### src/mcmm_pkg.sv
package mcmm_pkg;

    // a ring slot is one 96-bit packet.
    localparam int PKT_W = 96;

    localparam int PKT_VALID     = 95;
    localparam int PKT_DST_HI    = 94;
    localparam int PKT_DST_LO    = 89;
    localparam int PKT_SRC_HI    = 88;
    localparam int PKT_SRC_LO    = 83;
    localparam int PKT_TAG_HI    = 82;
    localparam int PKT_TAG_LO    = 75;
    // bits 74..64 are reserved and travel as zero.
    localparam int PKT_PAY_HI_HI = 63;
    localparam int PKT_PAY_HI_LO = 32;
    localparam int PKT_PAY_LO_HI = 31;
    localparam int PKT_PAY_LO_LO = 0;

    typedef logic [5:0] node_num_t;

    // upper address bits that select each slave.
    localparam logic [15:0] RAM_BASE_HI = 16'h0000; // compared with adr[31:16].
    localparam logic [23:0] NET_BASE_HI = 24'hFFD800; // compared with adr[31:8].

    localparam logic [7:0] REG_TX_DST = 8'h00;
    localparam logic [7:0] REG_TX_LO  = 8'h04;
    localparam logic [7:0] REG_TX_HI  = 8'h08;
    localparam logic [7:0] REG_TX_GO  = 8'h0C;
    localparam logic [7:0] REG_STATUS = 8'h10;
    localparam logic [7:0] REG_RX_HDR = 8'h14;
    localparam logic [7:0] REG_RX_LO  = 8'h18;
    localparam logic [7:0] REG_RX_HI  = 8'h1C;
    localparam logic [7:0] REG_RX_POP = 8'h20;
    localparam logic [7:0] REG_NODE   = 8'h24;

endpackage

### src/net_fifo.sv
`timescale 1ns/1ps

module net_fifo import mcmm_pkg::*; #(
    parameter int DEPTH = 4,
    parameter int CW    = $clog2(DEPTH + 1)
) (
    input  logic             clk_i,
    input  logic             rst_n_i,
    input  logic             push_i,
    input  logic             pop_i,
    input  logic [PKT_W-1:0] din_i,
    output logic [PKT_W-1:0] dout_o,
    output logic             full_o,
    output logic             empty_o,
    output logic [CW-1:0]    count_o
);

    localparam int AW = (DEPTH > 1) ? $clog2(DEPTH) : 1;

    logic [PKT_W-1:0] mem [DEPTH];
    logic [AW-1:0]    wr_ptr;
    logic [AW-1:0]    rd_ptr;
    logic             do_push;
    logic             do_pop;

    assign full_o  = (count_o == CW'(DEPTH));
    assign empty_o = (count_o == '0);
    assign do_push = push_i && !full_o; // a push into a full FIFO is lost.
    assign do_pop  = pop_i && !empty_o;
    assign dout_o  = mem[rd_ptr];

    always_ff @(posedge clk_i) begin
        if (do_push) begin
            mem[wr_ptr] <= din_i;
        end
    end

    always_ff @(posedge clk_i or negedge rst_n_i) begin
        if (!rst_n_i) begin
            wr_ptr  <= '0;
            rd_ptr  <= '0;
            count_o <= '0;
        end else begin
            if (do_push) begin
                wr_ptr <= (wr_ptr == AW'(DEPTH - 1)) ? '0 : wr_ptr + 1'b1;
            end
            if (do_pop) begin
                rd_ptr <= (rd_ptr == AW'(DEPTH - 1)) ? '0 : rd_ptr + 1'b1;
            end
            case ({do_push, do_pop})
                2'b10:   count_o <= count_o + 1'b1;
                2'b01:   count_o <= count_o - 1'b1;
                default: count_o <= count_o; // both or neither leave the fill level.
            endcase
        end
    end

endmodule

### src/net_ring_port.sv
`timescale 1ns/1ps

module net_ring_port import mcmm_pkg::*; (
    input  logic             clk_i,
    input  logic             rst_n_i,
    input  node_num_t        node_num_i,
    input  logic [PKT_W-1:0] net_i,
    output logic [PKT_W-1:0] net_o,
    output logic             rx_push_o,
    output logic [PKT_W-1:0] rx_din_o,
    input  logic             rx_full_i,
    output logic             tx_pop_o,
    input  logic [PKT_W-1:0] tx_din_i,
    input  logic             tx_empty_i
);

    logic             in_valid;
    logic             for_me;
    logic             slot_free;
    logic [PKT_W-1:0] tx_stamped;
    logic [PKT_W-1:0] slot_next;

    assign in_valid = net_i[PKT_VALID];
    assign for_me   = in_valid && (net_i[PKT_DST_HI:PKT_DST_LO] == node_num_i);

    // a packet for this node is taken only when there is room for it.
    // otherwise it stays on the ring and comes round again.
    assign rx_push_o = for_me && !rx_full_i;
    assign rx_din_o  = net_i;

    // the slot is free if it arrived empty or was just emptied by a capture.
    assign slot_free = !in_valid || rx_push_o;
    assign tx_pop_o  = slot_free && !tx_empty_i;

    always_comb begin
        tx_stamped = tx_din_i;
        tx_stamped[PKT_VALID] = 1'b1;
        tx_stamped[PKT_SRC_HI:PKT_SRC_LO] = node_num_i; // receivers see who sent it.
    end

    always_comb begin
        if (tx_pop_o) begin
            slot_next = tx_stamped;
        end else if (slot_free) begin
            slot_next = '0; // empty slots leave as all zero.
        end else begin
            slot_next = net_i; // foreign packets and back-pressured ones pass unchanged.
        end
    end

    always_ff @(posedge clk_i or negedge rst_n_i) begin
        if (!rst_n_i) begin
            net_o <= '0;
        end else begin
            net_o <= slot_next;
        end
    end

endmodule

### src/net_ctrl.sv
`timescale 1ns/1ps

module net_ctrl import mcmm_pkg::*; #(
    parameter int RX_DEPTH = 4,
    parameter int TX_DEPTH = 4
) (
    input  logic             clk_i,
    input  logic             rst_n_i,
    input  node_num_t        node_num_i,
    input  logic             cs_i,
    input  logic             cyc_i,
    input  logic             stb_i,
    input  logic             we_i,
    input  logic [7:0]       adr_i,
    input  logic [31:0]      dat_i,
    output logic [31:0]      dat_o,
    output logic             ack_o,
    input  logic [PKT_W-1:0] net_i,
    output logic [PKT_W-1:0] net_o
);

    localparam int RX_CW = $clog2(RX_DEPTH + 1);

    logic             bus_req;
    logic             wr_en;
    logic             tx_push;
    logic             rx_pop;
    node_num_t        tx_dst;
    logic [31:0]      tx_lo;
    logic [31:0]      tx_hi;
    logic [PKT_W-1:0] tx_pkt;
    logic [PKT_W-1:0] tx_dout;
    logic             tx_full;
    logic             tx_empty;
    logic             tx_pop;
    logic [PKT_W-1:0] rx_din;
    logic [PKT_W-1:0] rx_dout;
    logic [PKT_W-1:0] rx_head;
    logic             rx_push;
    logic             rx_full;
    logic             rx_empty;
    logic [RX_CW-1:0] rx_count;
    logic [31:0]      status;

    assign bus_req = cs_i && cyc_i && stb_i;
    // writes act once, in the cycle before the acknowledge.
    assign wr_en   = bus_req && we_i && !ack_o;
    assign tx_push = wr_en && (adr_i == REG_TX_GO); // dropped by the FIFO when full.
    assign rx_pop  = wr_en && (adr_i == REG_RX_POP);

    always_ff @(posedge clk_i) begin
        if (wr_en) begin
            case (adr_i)
                REG_TX_DST: tx_dst <= dat_i[5:0];
                REG_TX_LO:  tx_lo  <= dat_i;
                REG_TX_HI:  tx_hi  <= dat_i;
                default:    ;
            endcase
        end
    end

    // valid and source are filled in by the ring port at injection.
    always_comb begin
        tx_pkt = '0;
        tx_pkt[PKT_DST_HI:PKT_DST_LO]       = tx_dst;
        tx_pkt[PKT_TAG_HI:PKT_TAG_LO]       = dat_i[7:0];
        tx_pkt[PKT_PAY_HI_HI:PKT_PAY_HI_LO] = tx_hi;
        tx_pkt[PKT_PAY_LO_HI:PKT_PAY_LO_LO] = tx_lo;
    end

    assign rx_head = rx_empty ? '0 : rx_dout;

    always_comb begin
        status = '0;
        status[0] = rx_empty;
        status[1] = tx_full;
        status[8 +: RX_CW] = rx_count;
    end

    always_comb begin
        case (adr_i)
            REG_STATUS: dat_o = status;
            REG_RX_HDR: dat_o = {18'd0, rx_head[PKT_SRC_HI:PKT_SRC_LO],
                                 rx_head[PKT_TAG_HI:PKT_TAG_LO]};
            REG_RX_LO:  dat_o = rx_head[PKT_PAY_LO_HI:PKT_PAY_LO_LO];
            REG_RX_HI:  dat_o = rx_head[PKT_PAY_HI_HI:PKT_PAY_HI_LO];
            REG_NODE:   dat_o = {26'd0, node_num_i};
            default:    dat_o = '0; // write-only registers read as zero.
        endcase
    end

    always_ff @(posedge clk_i or negedge rst_n_i) begin
        if (!rst_n_i) begin
            ack_o <= 1'b0;
        end else begin
            ack_o <= bus_req;
        end
    end

    net_fifo #(
        .DEPTH(RX_DEPTH),
        .CW   (RX_CW)
    ) rx_fifo_inst (
        .clk_i  (clk_i),
        .rst_n_i(rst_n_i),
        .push_i (rx_push),
        .pop_i  (rx_pop),
        .din_i  (rx_din),
        .dout_o (rx_dout),
        .full_o (rx_full),
        .empty_o(rx_empty),
        .count_o(rx_count)
    );

    net_fifo #(
        .DEPTH(TX_DEPTH)
    ) tx_fifo_inst (
        .clk_i  (clk_i),
        .rst_n_i(rst_n_i),
        .push_i (tx_push),
        .pop_i  (tx_pop),
        .din_i  (tx_pkt),
        .dout_o (tx_dout),
        .full_o (tx_full),
        .empty_o(tx_empty),
        .count_o()
    );

    net_ring_port ring_port_inst (
        .clk_i     (clk_i),
        .rst_n_i   (rst_n_i),
        .node_num_i(node_num_i),
        .net_i     (net_i),
        .net_o     (net_o),
        .rx_push_o (rx_push),
        .rx_din_o  (rx_din),
        .rx_full_i (rx_full),
        .tx_pop_o  (tx_pop),
        .tx_din_i  (tx_dout),
        .tx_empty_i(tx_empty)
    );

endmodule

### config.mk
export PLATFORM = sky130hd
export DESIGN_NAME = net_ctrl
export DESIGN_NICKNAME = d
export VERILOG_FILES = /design/src/mcmm_pkg.sv /design/src/net_fifo.sv /design/src/net_ring_port.sv /design/src/net_ctrl.sv
export SDC_FILE = /design/constraint.sdc
export NUM_CORES = 1
export LEC_CHECK = 0
export BUFFER_PORTS_ARGS = -buffer_cell sky130_fd_sc_hd__buf_2
export CAP_MARGIN = 30
export CORE_MARGIN = 4
export CORE_UTILIZATION = 60
export CTS_CLUSTER_DIAMETER = 120
export DETAILED_ROUTE_END_ITERATION = 16
export PLACE_DENSITY = 0.8
export SLEW_MARGIN = 10
export SYNTH_ARGS = -nofsm -noshare
export SYNTH_HDL_FRONTEND = slang
export SYNTH_SLANG_ARGS = --single-unit
### constraint.sdc
create_clock -name clk_i -period 9.9 [get_ports clk_i]
set_input_delay 0.495 -clock clk_i [delete_from_list [all_inputs] [get_ports clk_i]]
set_output_delay 0.495 -clock clk_i [all_outputs]
set_load 0.1 [all_outputs]
==> results of run 1 <==
-- power breakdown --
group          internal (mW)  total (mW)  switching (mW)
combinational          0.497        1.89            1.40
clock                   1.71        2.91            1.20
sequential              3.79        3.90           0.106
total                   6.00        8.70            2.70
-- cells by family after synthesis --
group | count (synthesis) | share of synthesized area (%)
adders and majority gates | 14 | 0.6285
muxes | 165 | 11.94
DFF | 805 | 78.05
AOI/OAI and AO/OA | 226 | 4.837
xor gates and xnor gates | 12 | 0.3473
buffers and inverters | 107 | 1.460
and+or+nand+nor | 172 | 2.741
-- placed cells by master (no fill, tap or decap), drive strengths merged, types with 12 or more instances in the layout --
cell / count
mux4: 156
and2: 19
nand2: 92
o21ai: 90
nor2: 29
o211ai: 86
inv: 14
dfrtp: 111
clkinv: 15
a22oi: 31
ha: 12
buf: 305
clkbuf: 122
edfxtp: 694
-- path summary, 6_finish.rpt --
check	startpoint	end	slack, ns	cells past startpoint
max	rx_fifo_inst.rd_ptr[0]	dat_o[3]	5.80	6
min	dat_i[23]	tx_hi[23]	0.08	1
max reg2reg	rx_fifo_inst.count_o[2]	ring_port_inst.net_o[41]	6.76	5
min reg2reg	tx_lo[29]	tx_fifo_inst.mem[1][29]	0.49	0
max in group asynchronous	rst_n_i	rx_fifo_inst.rd_ptr[0]	8.35	4
min in group asynchronous	rst_n_i	ring_port_inst.net_o[49]	0.51	2
-- sequential cells by signal, indices dropped and copies added (netlist names), 3 cells and up --
signal and cells:
tx_hi 32, tx_lo 32, tx_fifo_inst.mem 312, rx_fifo_inst.mem 312
ring_port_inst.net_o 96, tx_dst 6, tx_fifo_inst.count_o 3, rx_fifo_inst.count_o 3
-- stage by stage --
step | utilization [%] | total power, mW | worst slack [ns]
2_1_floorplan | - | 5.356 | 4.819
3_3_place_gp | 64.69 | 5.808 | 6.008
3_5_place_dp | 64.85 | 5.839 | 6.003
4_1_cts | 69.92 | 8.732 | 5.514
5_1_grt | 70.12 | 8.994 | 5.567
6_report | 70.13 | 8.700 | 5.800
-- cell usage after synthesis, drive strengths merged (2+ instances only) --
cell type  number  area [µm²]
a21oi           9       45.04
a22o            2       17.52
a22oi          31       232.7
a32oi           6       52.55
and2           19       118.9
and3            3       18.77
buf            34       163.9
clkbuf         59       225.2
dfrtp         111        2778
edfxtp        694       20840
fa              2       40.04
ha             12       150.1
inv            14       52.55
mux2            8       90.08
mux4          156        3513
nand2          92       345.3
nand3           2       10.01
nor2           29       108.9
nor2b           2       12.51
nor3            3       15.01
nor4            4       25.02
nor4b           2       30.03
o211ai         86       645.6
o21ai          90       450.4
or3             2       12.51
or4             2       22.52
or4b            2       23.77
xnor2           5       43.79
xor2            7       61.31
-- worst max-delay path, stage by stage, from the launching register on --
cell     delay, ns
dfrtp_4       0.87
buf_4         0.39
buf_16        0.31
mux4_2        0.57
a32oi_1       0.31
o21ai_0       0.20
buf_2         0.33
-- final cells by class --
| type | instances | area (µm²) |
|---|---|---|
| antenna | 9 | 22.52 |
| clock buffer | 122 | 2354 |
| clock inverter | 19 | 167.7 |
| fill | 2959 | 14920 |
| inverter | 14 | 52.55 |
| multi-input combinational | 589 | 6250 |
| sequential | 805 | 23630 |
| tap | 672 | 840.8 |
| timing repair buffer | 306 | 1722 |
-- layer usage --
metal,global-route usage (%),vias up,part of all wire [%]
met5,0,-,0.075
met3,5.007,160,8.3
met1,39.05,8432,39
li1,-,6682,-
met4,10.37,8,3.7
met2,41.84,878,49
-- timing repair --
action                    4_1_cts  5_1_grt
hold buffers                    1        0
buffers inserted                0        0
resized for setup               0        0
hold endpoints to repair       40        0
==> out/metrics.cfg, run 1 <==
[routing]
avgRoutedWirePerCell_um = 28.45
antenna_left = 0
viasPerCell = 6.372
dr.pass1.iters = 5
drtIter0Drc = 1947
vias = 16160
routed_wl_um = 72150
drc = 0

[power]
leakagePower_nw = 12.00
cellPowerDensity_nw_per_um2 = 248.3
ir_worst_vdd_v = 0.0002134

[floorplan]
coreArea_um2 = 49970
ioPinCount = 277
start_util_pct = 60.56
dieWidth_um = 232.6
dieArea_um2 = 54090
fp-row-count = 82
die_h_um = 232.6

[worst_setup_path]
end_kind = output pin
critPathMaxFanout = 37
path_class = reg2out
cp-start-kind = flip-flop
arrival_ns = 3.61
crit_required_ns = 9.41

[place]
placed_cell_area_um2 = 32400
io_buffers = 276
placed_cells = 2382
hpwl_um = 43780
place_congestion = 0.8953

[synth]
yosys_warnings = 0
synth_edf_count = 694
syn_nets = 1663
synth-async-reset-ratio_pct = 13.79
syn_inst = 1501
ys_types = 48
ys_seq_area_share_pct = 78.05
synth.avg_cell_area_um2 = 20.16
synth_seq_cells = 805
synthFlopType = edfxtp_1
syn_area_um2 = 30260

[final_layout]
area_growth_pct = 15.79
layout-drive-gt1-share_pct = 32.24
final_area_um2 = 35040
fin_cells = 2536
layout.nets = 1956

[global_routing]
grt_use_total_pct = 26.93
grt_pass1_vias = 16410
grt_antenna_before_repair = 14
grt.overflow.total = 0
grt_max_degree = 97
grt_pass1_wl_um = 106800

[clocking]
clk_latency_ns = 0.60
cts_root_buffer = clkbuf_16
clock_sinks = 805
clk_pin_slew_ns = 0.06
numCtsBuffers = 78
cts_max_path_buffers = 3
tritoncts = done
htreeDepth = 3

[timing]
setup_viol = 0
fmax_mhz = 243.9
setup_tns_ns = 0
hold_viol_final = 0
max_slew_margin_pct = 36.13
min_period_ns = 4.100
rsz0062_at_grt = false
worst_clock_skew_ns = 0.02082
timing.final.crit_share_pct = 41.42
max_slew.worst_pin.slew_ns = 0.9581
slew_violations = 0
worst_hold_slack_ns = 0.08429

[run_status]
status = finished, final reports clean

[run]
cap_violations = 0

[hold_path]
hp-class = in2reg

Power figures use the tool's default switching activity.
==> run 2, diff against run 1 <==
--- a/config.mk
+++ b/config.mk
@@ -8,10 +8,10 @@
 export BUFFER_PORTS_ARGS = -buffer_cell sky130_fd_sc_hd__buf_2
 export CAP_MARGIN = 30
 export CORE_MARGIN = 4
-export CORE_UTILIZATION = 60
+export CORE_UTILIZATION = 59
 export CTS_CLUSTER_DIAMETER = 120
 export DETAILED_ROUTE_END_ITERATION = 16
-export PLACE_DENSITY = 0.8
+export PLACE_DENSITY = 0.79
 export SLEW_MARGIN = 10
 export SYNTH_ARGS = -nofsm -noshare
 export SYNTH_HDL_FRONTEND = slang
==> constraint.sdc (replaced) <==
create_clock -name clk_i -period 4.12 [get_ports clk_i]
set_input_delay 0.206 -clock clk_i [delete_from_list [all_inputs] [get_ports clk_i]]
set_output_delay 0.206 -clock clk_i [all_outputs]
set_load 0.1 [all_outputs]
==> run 2 against run 1 <==
Net effect: wire length increased by 4.7%; sequential power increased by 140%; power increased by 140%; final cell count increased by 5.9%; clock power increased by 150%; cell area increased by 4.4%; critical path type unchanged; highest routed layer unchanged.
==> out/metrics.cfg, run 2 (synthesized netlist as in run 1, its figures left out) <==
[timing]
rsz0062_at_grt = false
worst_hold_slack_ns = 0.1851
setup_viol = 0
hold_viol_final = 0
fin_ws_ns = 0.7683
slew_violations = 0
max_slew.worst_pin.slew_ns = 0.9038
fmax_mhz = 298.4
max_slew_margin_pct = 39.53
setup_tns_ns = 0
worst_clock_skew_ns = 0.01367
min_period_ns = 3.352
timing.final.crit_share_pct = 81.35

[worst_setup_path]
slowest_stage = or2_1
max_stage_delay_ns = 0.61
cp-start-kind = flip-flop
critPathTopFamily = simple AND/OR/NAND/NOR gates
path_cells = nor3_1 -> or2_1 -> buf_4 -> o21ai_0 -> buf_2
crit_required_ns = 3.91
critPathMaxFanout = 20
rr_worst_depth = 5
path_class = reg2out
arrival_ns = 3.15
cp_num_buf_inv = 2
crit_cells = 5
end_kind = output pin

[final_layout]
layout.nets = 2104
final_util_pct = 72.49
final.fill_count = 2898
final_common_cell = edfxtp_1
layout-drive-gt1-share_pct = 31.08
top_regs = rx_fifo_inst.mem x312, tx_fifo_inst.mem x312, ring_port_inst.net_o x96
mostFrequentLayoutCells = edfxtp_1, buf_2, mux4_2
area_growth_pct = 20.93

[floorplan]
dieWidth_um = 234.5
coreArea_um2 = 50480
start_util_pct = 59.95
ioPinCount = 277
dieArea_um2 = 54980
fp-row-count = 82
die_h_um = 234.5

[clocking]
htreeDepth = 3
cts_max_path_buffers = 3
numCtsBuffers = 79
clk_latency_ns = 0.61
cts_root_buffer = clkbuf_16
clk_pin_slew_ns = 0.06
clock_sinks = 805
tritoncts = done
post_cts_buffers = 0

[place]
hpwl_um = 45420
place_congestion = 0.8960
dp_worst_setup_slack_ns = 1.123
io_buffers = 276

[power]
ir_worst_vdd_v = 0.0005585
power_frac_seq_pct = 44.5
p_sw_mw = 6.634
p_sw_share_pct = 31.24
power.share.clock_pct = 33.9
cellPowerDensity_nw_per_um2 = 580.3
p_total_mw = 21.23
combPwrFrac_pct = 21.7
leakagePower_nw = 12.70
internal_power_mw = 14.60

[global_routing]
grt.overflow.total = 0
met2_usage_pct = 43.43
met3_usage_pct = 6.474
grt_max_degree = 62
grt_use_total_pct = 27.80
grt_antenna_before_repair = 8
grt_pass1_vias = 17300
gr-max-usage-layer = met2
grt_pass1_wl_um = 111800
use_met1_pct = 39.00

[routing]
routed_wl_um = 75550
drtIter0Drc = 2128
antenna_left = 0
dr.pass1.iters = 7
drc = 0
viasPerCell = 6.241
avgRoutedWirePerCell_um = 28.14
vias = 16760

[run]
cap_violations = 0

[run_status]
status = finished, final reports clean

[hold_path]
hp-class = in2async

-- run 2: power groups by stage --
stage          combinational (mW)  sequential [mW]  clock (mW)
3_3_place_gp                 4.40             9.61           0
2_1_floorplan                1.63             11.2           0
3_5_place_dp                 4.46             9.61           0
6_report                     4.60             9.44        7.19
5_1_grt                      4.82             9.48        7.65
4_1_cts                      4.60             9.45        7.25
-- run 2: routing by layer --
layer | vias up | routed length [µm]
met3 | 195 | 6879
met1 | 8583 | 28720
li1 | 6975 | -
met5 | - | 51
met4 | 8 | 3010
met2 | 995 | 36890
-- run 2: cell type report --
type | count | area, µm² | share of cell area [%]
diodes | 5 | 12.51 | 0.03419
clock buffers | 117 | 2356 | 6.438
clock inverters | 30 | 261.5 | 0.7146
inverters | 14 | 52.55 | 0.1436
multi-input cells | 589 | 6257 | 17.10
flip-flops and latches | 805 | 23630 | 64.57
well taps | 672 | 840.8 | 2.298
repair buffers | 453 | 3183 | 8.698
-- run 2: path summary, 6_finish.rpt --
| kind | from | end | slack, ns |
|---|---|---|---|
| max | rx_fifo_inst.count_o[0] | dat_o[9] | 0.77 |
| min | rst_n_i | ring_port_inst.net_o[36] | 0.19 |
| max reg2reg | rx_fifo_inst.count_o[2] | rx_fifo_inst.mem[3][31] | 1.33 |
| min reg2reg | tx_lo[1] | tx_fifo_inst.mem[0][1] | 0.49 |
| max in group asynchronous | rst_n_i | ring_port_inst.net_o[27] | 2.85 |
| min in group clk_i | net_i[95] | ring_port_inst.net_o[75] | 0.19 |
-- run 2: timing repair --
action	in CTS	in global routing
endpoints found under the setup margin	0	0
hold buffers	136	0
hold endpoints to repair	536	0
gates resized for setup	0	0
-- run 2: metrics by stage --
step | instance area [µm²] | std cells
floorplan | 30270 | 1501
global placement | 32570 | 2395
detailed placement | 32580 | 2396
CTS | 36550 | 2679
global route | 36590 | 2682
finish | 36590 | 2685
-- run 2: worst register-to-register path: cells and delay by family, from the launching register on --
kind,cells,cell delay [ns]
AND/OR/NAND/NOR,4,1.69
flip-flops,1,0.42
buffers and inverters,1,0.35
==> run 3, diff against run 2 <==
==> constraint.sdc (replaced) <==
create_clock -name clk_i -period 3.35 [get_ports clk_i]
set_input_delay 0.1675 -clock clk_i [delete_from_list [all_inputs] [get_ports clk_i]]
set_output_delay 0.1675 -clock clk_i [all_outputs]
set_load 0.1 [all_outputs]
==> run 3 against run 2 <==
Net effect: wire length decreased by 0.36%; clock power increased by 18%; power increased by 21%; die area unchanged; highest routed layer unchanged; count of clock-buffer cells in the layout decreased by 22.
==> out/metrics.cfg, run 3 (synthesized netlist as in run 1, its figures left out) <==
[floorplan]
start_util_pct = 59.95
ioPinCount = 277
coreArea_um2 = 50480
fp-row-count = 82
die_h_um = 234.5
dieArea_um2 = 54980
dieWidth_um = 234.5

[clocking]
tritoncts = done
clock_sinks = 805
htreeDepth = 3
clk_latency_ns = 0.61
numCtsBuffers = 76
cts_root_buffer = clkbuf_16
cts_max_path_buffers = 3
clk_pin_slew_ns = 0.06

[power]
power.share.clock_pct = 32.9
power_frac_seq_pct = 44.4
p_sw_share_pct = 31.47
combPwrFrac_pct = 22.8
internal_power_mw = 17.67
leakagePower_nw = 12.73
cellPowerDensity_nw_per_um2 = 701.4
p_sw_mw = 8.116
ir_worst_vdd_v = 0.0005541

[routing]
vias = 16790
routed_wl_um = 75290
antenna_left = 0
drtIter0Drc = 2113
avgRoutedWirePerCell_um = 27.95
drc = 0
viasPerCell = 6.232
dr.pass1.iters = 6

[worst_setup_path]
crit_required_ns = 3.18
arrival_ns = 2.95
critPathMaxFanout = 14
startpoint = rx_fifo_inst.count_o[0]
path_class = reg2out
reg2reg_from = rx_fifo_inst.count_o[0]
cp-start-kind = flip-flop
end_kind = output pin

[place]
placed_cells = 2401
place_congestion = 0.8719
hpwl_um = 44990
io_buffers = 276

[run_status]
status = finished, final reports clean

[global_routing]
grt_antenna_before_repair = 4
grt_max_degree = 85
grt_use_total_pct = 27.59
grt_pass1_vias = 17010
grt.overflow.total = 0
grt_pass1_wl_um = 110700

[final_layout]
top_regs = rx_fifo_inst.mem x312, tx_fifo_inst.mem x312, ring_port_inst.net_o x96
area_growth_pct = 21.49
fin_cells = 2694
mostFrequentLayoutCells = edfxtp_1, buf_2, mux4_2
layout-drive-gt1-share_pct = 31.25
final.fill_count = 2836
final_common_cell = edfxtp_1
layout.nets = 2112

[timing]
max_slew_margin_pct = 38.12
setup_tns_ns = 0
fmax_mhz = 320.9
max_slew.worst_pin.slew_ns = 0.9282
rsz0062_at_grt = false
worst_hold_slack_ns = 0.03965
timing.final.crit_share_pct = 93.01
min_period_ns = 3.116
slew_violations = 0
setup_viol = 0
worst_clock_skew_ns = 0.01462
hold_viol_final = 0

[run]
cap_violations = 0

[hold_path]
min_from = net_i[95]
hp-class = in2reg

[run 3: changes by cell type in the layout (fill, tap and decap cells not counted), sizes merged]
cell	delta
inv	+2
buf	+8
diode	+4
clkinvlp	+4
dlygate4sd3	+3
clkbuf	-22
clkinv	+8
bufinv	+2
[run 3: power by group through the flow]
stage               registers (mW)  clock network, mW  logic (mW)
global route                  11.5               9.02        6.16
finish                        11.4               8.48        5.87
global placement              11.6                  0        5.58
floorplan                     13.8                  0        2.00
detailed placement            11.6                  0        5.66
CTS                           11.4               8.56        5.86
[run 3: final cells by class]
class	count	area (µm²)	share of cell area [%]
diodes	9	22.52	0.06126
well taps	672	840.8	2.287
multi-input cells	589	6257	17.02
flip-flops and latches	805	23630	64.27
inverters	14	52.55	0.1429
repair buffers	464	3488	9.488
clock buffers	95	2063	5.612
clock inverters	46	410.4	1.116
[run 3: per-layer routing]
metal  GRT usage [%]  vias up  share of wire (%)
met4           9.967        2                3.7
met2           42.67      988                 49
met1           40.28     8620                 39
li1                -     7002                  -
met5               0        -              0.017
met3           5.482      178                8.9
[run 3: repair_timing]
action | in CTS | in global routing
gates resized for setup | 0 | 1
hold buffers | 138 | 1
endpoints found under the setup margin | 0 | 18
buffers inserted | 0 | 2
hold endpoints to repair | 567 | 5
[run 3: stage by stage]
stage	power [mW]	cell area (µm²)	util, %	setup slack (ns)
floorplan	15.83	30280	-	-0.1026
global placement	17.21	32770	64.92	0.7036
detailed placement	17.30	32790	64.96	0.6969
CTS	25.86	36650	72.60	0.02753
global route	26.64	36750	72.80	0.09935
finish	25.79	36770	72.83	0.2341
[run 3: path summary, 6_finish.rpt]
kind                                            end  slack (ns)  depth (start not counted)
max                                       dat_o[27]        0.23                          6
min                        ring_port_inst.net_o[33]        0.04                          3
max reg2reg                ring_port_inst.net_o[85]        0.62                          6
min reg2reg                 tx_fifo_inst.mem[3][38]        0.50                          0
max in group asynchronous    rx_fifo_inst.rd_ptr[1]        2.27                          4
min in group asynchronous  ring_port_inst.net_o[41]        0.51                          3
[run 3: critical path, stage by stage, from the launching register on]
cell and delay [ns]:
dfrtp_1 0.44, nor3_1 0.60, or2_2 0.48, buf_4 0.26, buf_4 0.19, nor2_1 0.07
buf_2 0.30
